### config.mk
export PLATFORM = sky130hd
export DESIGN_NAME = lcdTop
export DESIGN_NICKNAME = d
export VERILOG_FILES = /design/src/verilog/lcdPkg.sv /design/src/verilog/glyphPkg.sv /design/src/verilog/lcdStepIf.sv /design/src/verilog/glyphRom.sv /design/src/verilog/cgramLoader.sv /design/src/verilog/cursorPlacer.sv /design/src/verilog/lcdSequencer.sv /design/src/verilog/lcdTop.sv
export SDC_FILE = /design/constraint.sdc
export NUM_CORES = 1
export LEC_CHECK = 0
export BUFFER_PORTS_ARGS = -buffer_cell sky130_fd_sc_hd__buf_2
export CAP_MARGIN = 20
export CORE_AREA = 2 2 54 66
export DETAILED_ROUTE_END_ITERATION = 8
export DIE_AREA = 0 0 56 68
export HOLD_SLACK_MARGIN = 0.02
export PLACE_DENSITY = 0.73
export SYNTH_ARGS = -nofsm -noshare
export SYNTH_HDL_FRONTEND = slang
export SYNTH_SLANG_ARGS = --single-unit
### constraint.sdc
create_clock -name clk_16ms -period 4.6 [get_ports clk_16ms]
set_input_delay 0.69 -clock clk_16ms [delete_from_list [all_inputs] [get_ports clk_16ms]]
set_output_delay 0.69 -clock clk_16ms [all_outputs]
set_load 0.02 [all_outputs]
### src/verilog/glyphs.mem
// one character per line as a 64-bit word, row 0 in the top byte
// images in ROM order: sad cat, happy cat, energy, food
// sad cat
000103070F0F1F1F
0010181C1F1F1F1F
000103071F1F1F1F
0010181C1E1E1F1F
1F1B1F1F1E1D0F07
1F1F1F110E1F1F1F
1F1F1F0E111F1F1F
1F1B1F1F0F171E1C
// happy cat
00000103070F1F1F
0000101C1E1F1F1F
000001070F1F1F1F
000010181C1E1F1F
1F1B1F1F1F1E0F07
1F1F1F1F110E1F1F
1F1F1F1F1B0E1F1F
1F1B1F1F1F0F1E1C
// energy
00070F1F1F1F1F1F
001F1F1F1E1C181F
001F1F0F0703011F
001C1E1F1F1F1F1E
1F1F1F1F1F0F0700
1F1F1F1F1F1F1F00
1F1F1F1F1F1F1F01
1E1F1F1F1F1E1C00
// food
0000000001030707
000E1F1F1F1F1F1F
000E1F1F1F1F1F1E
0000000010181C1C
1F1F0F0703010000
1F1F1F1F1F1F0E00
1F1F1F1F1F1F0E01
1F1F1E1C18100000

### src/verilog/lcdPkg.sv
package lcdPkg;

    // instruction bytes of the HD44780-style controller
    typedef enum logic [7:0] {
        cmdClear       = 8'h01,
        cmdDisplayOn   = 8'h0C,
        cmdFunctionSet = 8'h38
    } lcdCmd_t;

    // 8-bit bus and two lines, display on with cursor off, then clear
    localparam int initCount = 3;

    // quiet gap between frames
    // a real panel wants about 200
    localparam int holdCycles = 20;

    // main controller states
    typedef enum logic [2:0] {
        Idle,
        Init,
        Clear,
        Select,
        Load,
        Show,
        Place,
        Hold
    } seqState_t;

endpackage

### src/verilog/glyphPkg.sv
package glyphPkg;

    // one image is a 4x2 block of custom characters
    localparam int charsPerImage = 8;
    localparam int rowsPerChar   = 8;
    localparam int imageCount    = 4;
    localparam int romWords      = imageCount * charsPerImage;

    // loader sends an address and the rows of each char
    localparam int loadBytes  = charsPerImage * (rowsPerChar + 1);
    // placer sends a cursor command and a code per char
    localparam int placeBytes = charsPerImage * 2;

    localparam logic [7:0] cgramBase  = 8'h40;
    localparam logic [7:0] ddramLine0 = 8'h80;
    localparam logic [7:0] ddramLine1 = 8'hC0;
    localparam logic [7:0] halfColumn = 8'd4;

    // order matches the ROM image index
    typedef enum logic [1:0] {imgSad, imgHappy, imgEnergy, imgFood} image_t;

    // row 0 sits in bits 63:56
    typedef logic [63:0] glyph_t;

endpackage

### src/verilog/lcdStepIf.sv
interface lcdStepIf;
    import glyphPkg::*;

    logic       start;
    image_t     image;
    logic       half;
    logic       rs;
    logic [7:0] data;
    logic       strobe;
    logic       done;

    modport sequencer (
        output start, image, half,
        input  rs, data, strobe, done
    );

    modport engine (
        input  start, image, half,
        output rs, data, strobe, done
    );

endinterface

### src/verilog/glyphRom.sv
module glyphRom (
    input  glyphPkg::image_t image,
    input  logic [2:0]       charIndex,
    output glyphPkg::glyph_t glyph
);
    import glyphPkg::*;

    // four images of eight characters each
    glyph_t romData [romWords];

    initial begin
        $readmemh("/design/src/verilog/glyphs.mem", romData);
    end

    // word number is image * 8 + character
    assign glyph = romData[{image, charIndex}];

endmodule

### src/verilog/cgramLoader.sv
module cgramLoader (
    input  logic             clk_16ms,
    input  logic             reset,
    lcdStepIf.engine         step,
    output glyphPkg::image_t image,
    output logic [2:0]       charIndex,
    input  glyphPkg::glyph_t glyph
);
    import glyphPkg::*;

    logic       busy;
    logic [2:0] charCount;
    // slot 0 is the address command, 1 to 8 are rows 0 to 7
    logic [3:0] rowCount;
    logic [2:0] rowSel;
    logic [7:0] rowByte;

    always_ff @(posedge clk_16ms) begin
        if (!reset) begin
            busy      <= 1'b0;
            charCount <= 3'd0;
            rowCount  <= 4'd0;
        end else if (!busy) begin
            if (step.start) begin
                busy      <= 1'b1;
                charCount <= 3'd0;
                rowCount  <= 4'd0;
            end
        end else if (step.done) begin
            busy <= 1'b0;
        end else if (rowCount == 4'(rowsPerChar)) begin
            rowCount  <= 4'd0;
            charCount <= charCount + 3'd1;
        end else begin
            rowCount <= rowCount + 4'd1;
        end
    end

    assign image     = step.image;
    assign charIndex = charCount;

    // pick the pattern row, top byte first
    assign rowSel  = rowCount[2:0] - 3'd1;
    assign rowByte = glyph[8 * (7 - int'(rowSel)) +: 8];

    assign step.strobe = busy;
    assign step.rs     = (rowCount != 4'd0);
    assign step.data   = (rowCount == 4'd0) ? cgramBase + {2'b00, charCount, 3'b000} : rowByte;
    assign step.done   = busy && (charCount == 3'(charsPerImage - 1))
                         && (rowCount == 4'(rowsPerChar));

    // an accepted start yields exactly one full run ending in done
    assert property (@(posedge clk_16ms) disable iff (!reset)
        (step.start && !busy) |-> ##loadBytes (step.done && step.strobe));

endmodule

### src/verilog/cursorPlacer.sv
module cursorPlacer (
    input logic      clk_16ms,
    input logic      reset,
    lcdStepIf.engine step
);
    import glyphPkg::*;

    logic       busy;
    logic [2:0] charCount;
    // low for the cursor command, high for the character code
    logic       codePhase;
    logic [7:0] lineBase;
    logic [7:0] cursorCmd;

    always_ff @(posedge clk_16ms) begin
        if (!reset) begin
            busy      <= 1'b0;
            charCount <= 3'd0;
            codePhase <= 1'b0;
        end else if (!busy) begin
            if (step.start) begin
                busy      <= 1'b1;
                charCount <= 3'd0;
                codePhase <= 1'b0;
            end
        end else if (step.done) begin
            busy <= 1'b0;
        end else begin
            codePhase <= ~codePhase;
            if (codePhase) begin
                charCount <= charCount + 3'd1;
            end
        end
    end

    // chars 0-3 on line 0, 4-7 on line 1, four columns each
    assign lineBase  = charCount[2] ? ddramLine1 : ddramLine0;
    assign cursorCmd = lineBase + {6'd0, charCount[1:0]} + (step.half ? halfColumn : 8'h00);

    assign step.strobe = busy;
    assign step.rs     = codePhase;
    assign step.data   = codePhase ? {5'd0, charCount} : cursorCmd;
    assign step.done   = busy && codePhase && (charCount == 3'(charsPerImage - 1));

endmodule

### src/verilog/lcdSequencer.sv
module lcdSequencer (
    input  logic        clk_16ms,
    input  logic        reset,
    input  logic        moodSel,
    input  logic        needSel,
    lcdStepIf.sequencer loadStep,
    lcdStepIf.sequencer placeStep,
    output logic        rs,
    output logic        rw,
    output logic        enable,
    output logic [7:0]  data
);
    import lcdPkg::*;
    import glyphPkg::*;

    seqState_t  state;
    logic [1:0] initIdx;
    logic [$clog2(holdCycles)-1:0] holdCount;
    logic       half;
    image_t     curImage;
    image_t     selImage;
    lcdCmd_t    initCmd;
    logic       nextEnable;
    logic       nextRs;
    logic [7:0] nextData;

    // half 0 shows the mood, half 1 the need
    assign selImage = half ? (needSel ? imgFood : imgEnergy)
                           : (moodSel ? imgHappy : imgSad);

    always_comb begin
        case (initIdx)
            2'd0:    initCmd = cmdFunctionSet;
            2'd1:    initCmd = cmdDisplayOn;
            default: initCmd = cmdClear;
        endcase
    end

    always_ff @(posedge clk_16ms) begin
        if (!reset) begin
            state     <= Idle;
            initIdx   <= 2'd0;
            holdCount <= '0;
            half      <= 1'b0;
        end else begin
            case (state)
                Idle: state <= Init;
                Init: begin
                    initIdx <= initIdx + 2'd1;
                    if (initIdx == 2'(initCount - 1)) begin
                        state <= Clear;
                    end
                end
                Clear:  state <= Select;
                Select: state <= Load;
                Load:   if (loadStep.done) state <= Show;
                Show:   state <= Place;
                Place:  if (placeStep.done) state <= Hold;
                Hold: begin
                    if (holdCount == ($bits(holdCount))'(holdCycles - 1)) begin
                        holdCount <= '0;
                        half      <= ~half;
                        state     <= Clear;
                    end else begin
                        holdCount <= holdCount + 1'b1;
                    end
                end
                default: state <= Idle;
            endcase
        end
    end

    // image for the coming load
    always_ff @(posedge clk_16ms) begin
        if (state == Select) begin
            curImage <= selImage;
        end
    end

    assign loadStep.start  = (state == Select);
    assign loadStep.image  = curImage;
    assign loadStep.half   = half;
    assign placeStep.start = (state == Show);
    assign placeStep.image = curImage;
    assign placeStep.half  = half;

    // byte source for the next bus cycle
    always_comb begin
        nextEnable = 1'b0;
        nextRs     = 1'b0;
        nextData   = 8'h00;
        case (state)
            Init: begin
                nextEnable = 1'b1;
                nextData   = initCmd;
            end
            Clear: begin
                nextEnable = 1'b1;
                nextData   = cmdClear;
            end
            Show: begin
                nextEnable = 1'b1;
                nextData   = cmdDisplayOn;
            end
            Load: begin
                nextEnable = loadStep.strobe;
                nextRs     = loadStep.rs;
                nextData   = loadStep.data;
            end
            Place: begin
                nextEnable = placeStep.strobe;
                nextRs     = placeStep.rs;
                nextData   = placeStep.data;
            end
            default: ;
        endcase
    end

    always_ff @(posedge clk_16ms) begin
        if (!reset) begin
            enable <= 1'b0;
            rs     <= 1'b0;
            data   <= 8'h00;
        end else begin
            enable <= nextEnable;
            rs     <= nextRs;
            data   <= nextData;
        end
    end

    // write-only bus
    assign rw = 1'b0;

    // an engine byte outside its own state would be lost or leak into Hold
    assert property (@(posedge clk_16ms) disable iff (!reset)
        loadStep.strobe |-> (state == Load));
    assert property (@(posedge clk_16ms) disable iff (!reset)
        placeStep.strobe |-> (state == Place));

endmodule

### src/verilog/lcdTop.sv
module lcdTop (
    input  logic       clk_16ms,
    input  logic       reset,
    input  logic       moodSel,
    input  logic       needSel,
    output logic       rs,
    output logic       rw,
    output logic       enable,
    output logic [7:0] data
);
    import glyphPkg::*;

    image_t     romImage;
    logic [2:0] romChar;
    glyph_t     romGlyph;

    lcdStepIf loadStep ();
    lcdStepIf placeStep ();

    lcdSequencer sequencer (
        .clk_16ms  (clk_16ms),
        .reset     (reset),
        .moodSel   (moodSel),
        .needSel   (needSel),
        .loadStep  (loadStep.sequencer),
        .placeStep (placeStep.sequencer),
        .rs        (rs),
        .rw        (rw),
        .enable    (enable),
        .data      (data)
    );

    cgramLoader loader (
        .clk_16ms  (clk_16ms),
        .reset     (reset),
        .step      (loadStep.engine),
        .image     (romImage),
        .charIndex (romChar),
        .glyph     (romGlyph)
    );

    cursorPlacer placer (
        .clk_16ms (clk_16ms),
        .reset    (reset),
        .step     (placeStep.engine)
    );

    glyphRom rom (
        .image     (romImage),
        .charIndex (romChar),
        .glyph     (romGlyph)
    );

endmodule

==> results of run 1 <==
synthesized netlist by cell type (all sizes together) (6+ instances only):
master,count
o21ai,11
nor2,11
a21oi,8
inv,7
dfxtp,34
and2,10
nand2,15
nor2b,10
o22ai,6
ha,11
buf,8
nand2b,6
nand3b,7
nand3,7
a21boi,8
layout by cell type (no fill, tap or decap), types with 3 or more instances in the layout:
master / netlist / routed
clkbuf_8: 0 / 5
nor2_1: 11 / 11
buf_2: 6 / 11
nand3b_1: 6 / 6
nor3_1: 3 / 3
nand2b_1: 6 / 6
nand2_1: 15 / 15
dfxtp_1: 34 / 34
and2_1: 10 / 10
ha_1: 11 / 11
nor2b_1: 10 / 10
inv_1: 7 / 7
or3_1: 3 / 3
o22ai_1: 6 / 6
o21ai_0: 10 / 10
a21oi_1: 8 / 8
nand3_1: 6 / 6
a21boi_0: 6 / 6
cells by family after synthesis:
logic type / share of synthesized area
flip-flops: 0.400
other: 0.00220
buffers and inverters: 0.0463
adder cells (fa/ha/maj): 0.0809
multiplexers: 0.0118
AO/OA/AOI/OAI: 0.160
XOR/XNOR: 0.0103
AND/OR/NAND/NOR: 0.288
registers in the layout (all words and copies together), names as in the netlist:
signal	count
sequencer.data	8
sequencer.holdCount	5
loader.rowCount	4
loader.charIndex	3
placer.charCount	3
sequencer.state	3
sequencer.initIdx	2
loader.step.strobe	1
placer.step.rs	1
placer.step.strobe	1
sequencer.enable	1
sequencer.loadStep.half	1
sequencer.rs	1
metal layers:
layer | wire length, µm | vias up
li1 | - | 683
met3 | 95 | 6
met5 | 0 | -
met2 | 1530 | 15
met4 | 61 | 0
met1 | 1420 | 605
layout make-up:
type | instances | share of cell area
inverter | 7 | 0.0141
clock buffer | 5 | 0.0370
tap | 37 | 0.0249
sequential | 34 | 0.366
clock inverter | 3 | 0.0215
timing repair buffer | 11 | 0.0296
multi-input combinational | 141 | 0.507
worst paths after layout:
kind,startpoint,cells after the start,endpoint
setup reg to reg,sequencer.state[1],3,loader.rowCount[3]
setup / recovery,sequencer.state[1],3,loader.rowCount[3]
hold / removal,placer.charCount[1],2,sequencer.data[1]
hold reg to reg,placer.charCount[1],2,sequencer.data[1]
power groups by stage:
stage / clock network [mW] / registers [mW] / logic, mW
6_report: 0.267 / 0.316 / 0.0621
5_1_grt: 0.288 / 0.318 / 0.0699
4_1_cts: 0.273 / 0.316 / 0.0632
3_5_place_dp: 0 / 0.323 / 0.0627
3_3_place_gp: 0 / 0.322 / 0.0610
2_1_floorplan: 0 / 0.322 / 0.0487
tightest hold or removal path: stages (launching register included):
cell and delay (ns):
dfxtp_1 0.34, nand2_1 0.07, nor2_1 0.03
==> flow_metrics.py, run 1 <==
metrics = {
    "sta": {
        "slew_headroom": 0.576,
        "drv_slew": 0,
        "rsz0062_at_grt": "false",
        "final-setup-viol-count": 0,
        "finClkSkew_ns": 0.00734,
        "worst_hold_slack_ns": 0.482,
        "finalHoldViolCount": 0,
        "fmax_mhz": 571,
        "finalSetupTns_ns": 0,
        "fin_crit_ns": 1.75,
        "final.setup.worst_slack_ns": 2.85,
        "min_period_over_period": 0.380,
        "tightestPinTransition_ns": 0.636,
    },
    "clocking": {
        "cts_buffers": 5,
        "ctsLongestPathBuffers": 2,
        "cts_tree": "done",
        "clk_pin_slew_worst_paths_ns": 0.07,
        "cts_resized": 0,
        "cts-hold-fix-buffers": 0,
        "cts_setup_buffers": 0,
        "cts-root-buf": "clkbuf_8",
        "cts.sinks": 34,
        "clkLatencyLatePin_ns": 0.29,
        "htree_num_levels": 2,
    },
    "placed_design": {
        "dp_slack_ns": 2.88,
        "gp_congestion": 0.777,
        "portBuffers": 11,
        "dp.cells": 230,
        "dp_hpwl_mm": 2.25,
        "placed_area_um2": 1750,
    },
    "synth": {
        "netlist_area_um2": 1700,
        "synth_edf_count": 0,
        "synthFlopType": "dfxtp_1",
        "synthTopCellsByArea": "dfxtp_1 (40%), ha_1 (8.1%), and2_1 (3.7%)",
        "async_reset_ff_frac": 0,
        "synth_top_area_share": 0.400,
        "synth_nets": 208,
        "syn_avg_cell_area_um2": 8.82,
        "yosys_warnings": 0,
        "synth-seq-area-share": 0.400,
        "netlist_instances": 193,
        "yosysUniqueCellTypes": 44,
        "synth_seq_cells": 34,
        "yosysTopAreaCell": "dfxtp_1",
    },
    "power": {
        "combPwrFrac": 0.096,
        "finalPower_uw": 645,
        "power_per_cell_area_nw_per_um2": 347,
        "p_clk_frac": 0.413,
        "leakagePower_nw": 0.709,
        "netSwitchingFraction": 0.239,
        "ir_worst_vdd_uv": 282,
        "power_frac_seq": 0.490,
        "cellInternalPower_uw": 491,
        "p_sw_uw": 154,
    },
    "global_route": {
        "gr-total-overflow": 0,
        "grt_antenna_before_repair": 0,
        "first_global_vias": 1134,
        "grtUsageMet2": 0.316,
        "grt_start_max_net_pins": 36,
        "grt_pass1_wl_mm": 5.29,
        "busiest_layer": "met2",
        "grtUsageTotal": 0.182,
        "grtUsageMet3": 0.0510,
        "met1_usage": 0.208,
    },
    "die": {
        "die_x_um": 56,
        "die_area_um2": 3810,
        "start_util": 0.528,
        "core-area_um2": 3220,
        "die_h_um": 68,
        "io-pin-count": 15,
        "std_cell_rows": 23,
    },
    "setup_path": {
        "rrSetupSlack_ns": 2.85,
        "critPathArrivalTime_ns": 1.93,
        "crit_fanout": 20,
        "critical_path_buf_inv_count": 0,
        "end_kind": "register",
        "startpoint_type": "register",
        "path_cells": "nand4bb_1 > and2_1 > a32o_1",
        "cp_top_family": "flip-flops",
        "max_stage_delay_ns": 0.73,
        "required_ns": 4.78,
        "path_class": "register to register",
        "critical_path.slowest_cell": "dfxtp_1",
    },
    "drt": {
        "wl_per_cell_um": 13.1,
        "vias_per_cell": 5.50,
        "ant_nets": 0,
        "wl_mm": 3.11,
        "drtIter0Drc": 34,
        "num_vias": 1309,
        "drt_pass1_iterations": 4,
        "route.detailed.drc": 0,
    },
    "finish": {
        "seqCellArea_um2": 681,
        "num_antenna_cells": 0,
        "design_area_um2": 1860,
        "layout.nets": 215,
        "drive_above_1_share": 0.124,
        "final_cells": 238,
        "area_growth_pct": 9.26,
        "post-route-util": 0.577,
        "final.fill_count": 305,
        "multiInputGateArea_um2": 942,
    },
    "min_path": {
        "hold_path.class": "register to register",
    },
    "flow_run": {
        "cap_violations": 0,
    },
    "status": {
        "status": "complete, no violations",
    },
}
No activity file was read; power rests on OpenSTA's default activity.
==> run 2, diff against run 1 <==
--- a/config.mk
+++ b/config.mk
@@ -7,11 +7,11 @@
 export LEC_CHECK = 0
 export BUFFER_PORTS_ARGS = -buffer_cell sky130_fd_sc_hd__buf_2
 export CAP_MARGIN = 20
-export CORE_AREA = 2 2 54 66
+export CORE_AREA = 2 2 56 68
 export DETAILED_ROUTE_END_ITERATION = 8
-export DIE_AREA = 0 0 56 68
+export DIE_AREA = 0 0 58 70
 export HOLD_SLACK_MARGIN = 0.02
-export PLACE_DENSITY = 0.73
+export PLACE_DENSITY = 0.71
 export SYNTH_ARGS = -nofsm -noshare
 export SYNTH_HDL_FRONTEND = slang
 export SYNTH_SLANG_ARGS = --single-unit
==> constraint.sdc (replaced) <==
create_clock -name clk_16ms -period 1.5 [get_ports clk_16ms]
set_input_delay 0.225 -clock clk_16ms [delete_from_list [all_inputs] [get_ports clk_16ms]]
set_output_delay 0.225 -clock clk_16ms [all_outputs]
set_load 0.02 [all_outputs]
==> flow_metrics.py, run 2 (same netlist as run 1, synthesis figures left out) <==
metrics = {
    "clocking": {
        "cts.sinks": 34,
        "clkLatencyLatePin_ns": 0.29,
        "clk_pin_slew_worst_paths_ns": 0.08,
        "cts-root-buf": "clkbuf_8",
        "cts-hold-fix-buffers": 0,
        "cts_buffers": 5,
        "ctsLongestPathBuffers": 2,
        "htree_num_levels": 2,
        "cts_tree": "done",
        "cts_setup_buffers": 0,
    },
    "sta": {
        "finalHoldViolCount": 0,
        "min_period_over_period": 0.959,
        "finClkSkew_ns": 0.00807,
        "fin_crit_ns": 1.44,
        "drv_slew": 0,
        "tightestPinTransition_ns": 0.519,
        "rsz0062_at_grt": "false",
        "fmax_mhz": 695,
        "slew_headroom": 0.654,
        "final.setup.worst_slack_ns": 0.0613,
        "final-setup-viol-count": 0,
    },
    "power": {
        "leakagePower_nw": 0.776,
        "combPwrFrac": 0.109,
        "ir_worst_vdd_uv": 669,
        "cellInternalPower_mw": 1.53,
        "power_frac_seq": 0.475,
        "power_per_cell_area_nw_per_um2": 1010,
        "netSwitchingFraction": 0.246,
        "p_clk_frac": 0.416,
        "p_sw_uw": 498,
        "finalPower_mw": 2.03,
    },
    "die": {
        "std_cell_rows": 24,
        "core-area_um2": 3480,
        "die_x_um": 58,
        "die_area_um2": 4060,
        "io-pin-count": 15,
        "start_util": 0.489,
        "die_h_um": 70,
    },
    "finish": {
        "final_common_cell": "dfxtp_1",
        "regMostFlops": "sequencer.data",
        "drive_above_1_share": 0.210,
        "layout.nets": 228,
        "area_growth_pct": 17.6,
        "multiInputGateArea_um2": 977,
        "num_antenna_cells": 0,
        "largest_reg_flops": 8,
        "seqCellArea_um2": 683,
        "post-route-util": 0.575,
        "final_cell_mix": "dfxtp_1 (32), nand2_1 (15), buf_4 (13)",
        "final.fill_count": 321,
        "reg.largest.list": "sequencer.data: 8 flops, sequencer.holdCount: 5 flops, loader.rowCount: 4 flops",
    },
    "flow_run": {
        "cap_violations": 0,
    },
    "placed_design": {
        "dp_slack_ns": -0.0416,
        "gp_congestion": 0.815,
        "dp_hpwl_mm": 2.44,
        "portBuffers": 11,
    },
    "setup_path": {
        "rrSetupSlack_ns": 0.06,
        "end_kind": "register",
        "startpoint_type": "register",
        "rr_endpoint": "loader.rowCount[3]",
        "crit-reg2reg-launch": "loader.charIndex[0]",
        "required_ns": 1.68,
        "path_class": "register to register",
        "rr_worst_depth": 6,
        "crit_fanout": 3,
        "critPathArrivalTime_ns": 1.62,
    },
    "min_path": {
        "holdPathEnd": "sequencer.data[1]",
        "worstHoldPathCells": 2,
        "hp-start": "placer.charCount[1]",
        "hold_path.class": "register to register",
    },
    "drt": {
        "drt_pass1_iterations": 4,
        "num_vias": 1418,
        "wl_mm": 3.38,
        "route.detailed.drc": 0,
        "wl_per_cell_um": 13.3,
        "vias_per_cell": 5.60,
        "drtIter0Drc": 83,
        "ant_nets": 0,
    },
    "global_route": {
        "grt_start_max_net_pins": 36,
        "grtUsageTotal": 0.186,
        "first_global_vias": 1452,
        "grt_pass1_wl_mm": 5.92,
        "grt_antenna_before_repair": 0,
        "gr-total-overflow": 0,
    },
    "status": {
        "status": "complete, no violations",
    },
}
-- run 2: changes by cell type in the layout (fill, tap and decap cells not counted), sizes merged --
| cell | change |
|---|---|
| buf | +13 |
| clkinvlp | +2 |
| clkinv | -2 |
-- run 2: layout make-up --
| cell class | instances | area share |
|---|---|---|
| Clock buffer | 5 | 0.0344 |
| Clock inverter | 3 | 0.0225 |
| Inverter | 7 | 0.0131 |
| Multi-Input combinational cell | 141 | 0.488 |
| Sequential cell | 34 | 0.341 |
| Tap cell | 39 | 0.0244 |
| Timing Repair Buffer | 24 | 0.0762 |
-- run 2: worst max-delay path: stages, from the launching register on --
cell and delay, ns:
dfxtp_1 0.32, ha_1 0.23, ha_4 0.19, inv_1 0.07, o21ai_1 0.09, and2_4 0.19
a32o_1 0.25
-- run 2: timing repair --
item                                    CTS  global route
gates cloned                              0             0
pin swaps                                 0             1
gates resized for setup                   1             9
endpoints found under the setup margin    2            12
-- run 2: how the worst max path moves through the flow --
stage | from | end | slack [ns] | cells after the start
CTS | loader.charIndex[0] | loader.rowCount[3] | 0.001 | 6
global placement | loader.charIndex[0] | loader.rowCount[3] | 0.004 | 6
detailed placement | loader.charIndex[0] | loader.rowCount[3] | -0.04 | 6
finish | loader.charIndex[0] | loader.rowCount[3] | 0.06 | 6
global route | placer.charCount[0] | placer.charCount[2] | 0.002 | 5
floorplan | loader.charIndex[0] | loader.rowCount[3] | 0.05 | 6
-- run 2: layer usage --
metal  wire [µm]  track usage  vias to the layer above
li1            -            -                      712
met1        1380        0.189                      670
met5           0            0                        -
met4          63       0.0956                        0
met3         124       0.0556                        6
met2        1810        0.332                       30
-- run 2: stage by stage --
step | area, µm² | hold WS [ns] | TNS (ns) | std cells
global placement | 1850 | 0.447 | 0 | 245
detailed placement | 1850 | 0.443 | -0.0704 | 245
finish | 2000 | 0.456 | 0 | 253
global route | 2000 | 0.471 | 0 | 253
CTS | 1970 | 0.456 | 0 | 253
floorplan | 1700 | 0.387 | 0 | 193
-- run 2: power by group through the flow --
stage / clock [mW] / sequential (mW) / combinational (mW)
after floorplan: 0 / 0.988 / 0.149
after global placement: 0 / 0.980 / 0.206
after detailed placement: 0 / 0.981 / 0.214
after CTS: 0.869 / 0.960 / 0.218
after global routing: 0.899 / 0.967 / 0.249
final: 0.843 / 0.962 / 0.220
==> run 3, diff against run 2 <==
--- a/config.mk
+++ b/config.mk
@@ -12,6 +12,7 @@
 export DIE_AREA = 0 0 58 70
 export HOLD_SLACK_MARGIN = 0.02
 export PLACE_DENSITY = 0.71
+export SETUP_SLACK_MARGIN = 0.15
 export SYNTH_ARGS = -nofsm -noshare
 export SYNTH_HDL_FRONTEND = slang
 export SYNTH_SLANG_ARGS = --single-unit
==> flow_metrics.py, run 3 (same netlist as run 1, synthesis figures left out) <==
metrics = {
    "status": {
        "status": "complete, no violations",
    },
    "finish": {
        "layout.nets": 230,
        "largest_reg_flops": 8,
        "final_cells": 255,
        "final_cell_mix": "dfxtp_1 (22), nand2_1 (15), buf_4 (15)",
        "area_growth_pct": 20.8,
        "regMostFlops": "sequencer.data",
        "num_antenna_cells": 0,
        "final_common_cell": "dfxtp_1",
        "reg.largest.list": "sequencer.data: 8 flops, sequencer.holdCount: 5 flops, loader.rowCount: 4 flops",
        "drive_above_1_share": 0.319,
        "post-route-util": 0.590,
        "final.fill_count": 309,
    },
    "sta": {
        "drv_slew": 0,
        "fin_crit_ns": 1.35,
        "tightestPinTransition_ns": 0.507,
        "worst_hold_slack_ns": 0.456,
        "fmax_mhz": 739,
        "final-setup-viol-count": 0,
        "finalSetupTns_ns": 0,
        "rsz0062_at_grt": "true",
        "finalHoldViolCount": 0,
        "finClkSkew_ns": 0.00333,
        "slew_headroom": 0.662,
        "min_period_over_period": 0.902,
    },
    "drt": {
        "drt_pass1_iterations": 4,
        "ant_nets": 0,
        "drtIter0Drc": 56,
        "wl_per_cell_um": 13.9,
        "m1WireLength_mm": 1.45,
        "highest_layer": "met4",
        "wl_met2_mm": 1.91,
        "num_vias": 1405,
        "vias_per_cell": 5.51,
        "wl_mm": 3.55,
        "wl_met3_um": 117,
        "route.detailed.drc": 0,
    },
    "global_route": {
        "gr-total-overflow": 0,
        "grt_start_max_net_pins": 36,
        "grt_antenna_before_repair": 0,
        "first_global_vias": 1419,
        "grt_pass1_wl_mm": 6.19,
        "grtUsageTotal": 0.197,
    },
    "setup_path": {
        "cp_top_family": "simple AND/OR/NAND/NOR gates",
        "path_cells": "inv_2 > ha_4 > nand3b_4 > nor3b_4 > mux2i_1 > and2_1",
        "required_ns": 1.72,
        "critPathArrivalTime_ns": 1.58,
        "max_stage_delay_ns": 0.34,
        "end_kind": "register",
        "crit_fanout": 5,
        "critical_path_buf_inv_count": 1,
        "startpoint_type": "register",
        "critical_path.slowest_cell": "dfxtp_2",
        "path_class": "register to register",
    },
    "die": {
        "std_cell_rows": 24,
        "io-pin-count": 15,
        "core-area_um2": 3480,
        "die_x_um": 58,
        "start_util": 0.489,
        "die_h_um": 70,
        "die_area_um2": 4060,
    },
    "clocking": {
        "cts-hold-fix-buffers": 0,
        "cts_buffers": 5,
        "cts-root-buf": "clkbuf_8",
        "clkLatencyLatePin_ns": 0.28,
        "clk_pin_slew_worst_paths_ns": 0.07,
        "htree_num_levels": 2,
        "ctsLongestPathBuffers": 2,
        "cts_tree": "done",
        "cts.sinks": 34,
    },
    "placed_design": {
        "dp.cells": 241,
        "portBuffers": 11,
        "dp_hpwl_mm": 2.49,
        "gp_congestion": 0.829,
    },
    "power": {
        "combPwrFrac": 0.122,
        "netSwitchingFraction": 0.248,
        "ir_worst_vdd_uv": 821,
        "p_sw_uw": 467,
        "power_frac_seq": 0.515,
        "cellInternalPower_mw": 1.41,
        "finalPower_mw": 1.88,
        "power_per_cell_area_nw_per_um2": 915,
        "leakagePower_nw": 0.781,
        "p_clk_frac": 0.363,
    },
    "min_path": {
        "hold_path.class": "input port to register",
    },
    "flow_run": {
        "cap_violations": 0,
    },
}
run 3: cell types whose count changed in the layout (fill, tap and decap cells not counted), moves of 2 or more:
cell / delta
clkinvlp_4: -2
buf_4: +2
inv_1: -5
ha_2: +3
inv_2: +5
ha_4: +2
dfxtp_1: -10
ha_1: -5
dfxtp_2: +9
run 3: area by class of cell:
class / instances / area, µm² / area share
multi-input combinational: 141 / 1020 / 0.498
sequential: 34 / 698 / 0.340
timing repair buffer: 26 / 168 / 0.0816
tap: 39 / 48.8 / 0.0237
clock buffer: 7 / 86.3 / 0.0420
inverter: 7 / 26.3 / 0.0128
clock inverter: 1 / 5.00 / 0.00243
run 3: metal layers:
layer | up-vias | GRT usage
met5 | - | 0
met4 | 0 | 0.0853
met3 | 9 | 0.0500
met2 | 24 | 0.351
met1 | 656 | 0.213
li1 | 716 | -
run 3: final timing paths:
path / to / start / cells after the start / slack, ns
worst min register to register: sequencer.data[1] / placer.charCount[1] / 2 / 0.46
worst max-delay path: loader.charIndex[0] / loader.rowCount[0] / 6 / 0.15
worst min-delay path: placer.charCount[1] / reset / 3 / 0.46
worst max register to register: loader.charIndex[0] / loader.rowCount[0] / 6 / 0.15
run 3: timing repair:
action                     4_1_cts  5_1_grt
resized for setup               17       17
setup endpoints to repair       16       27
pin swaps                        3        8
gates cloned                     0        0
buffers inserted                 3        3
run 3: stage by stage:
stage               area (µm²)  setup slack (ns)
floorplan                 1700             0.151
global placement          1820            0.0824
detailed placement        1820            0.0357
CTS                       1990             0.150
global route              2060            0.0658
finish                    2060             0.147
run 3: worst reg2reg max path: cells and delay by family, from the launching register on:
family / cells / cell delay [ns]
buffers and inverters: 1 / 0.08
AND/OR/NAND/NOR: 3 / 0.52
adder cells (fa/ha/maj): 1 / 0.16
flip-flops: 1 / 0.34
multiplexers: 1 / 0.20
run 3: power by group through the flow:
stage / Clock [mW] / Combinational (mW) / Sequential [mW]
after global routing: 0.736 / 0.257 / 0.973
after CTS: 0.697 / 0.221 / 0.969
after global placement: 0 / 0.200 / 0.984
after detailed placement: 0 / 0.209 / 0.986
final: 0.682 / 0.230 / 0.968
after floorplan: 0 / 0.149 / 0.988
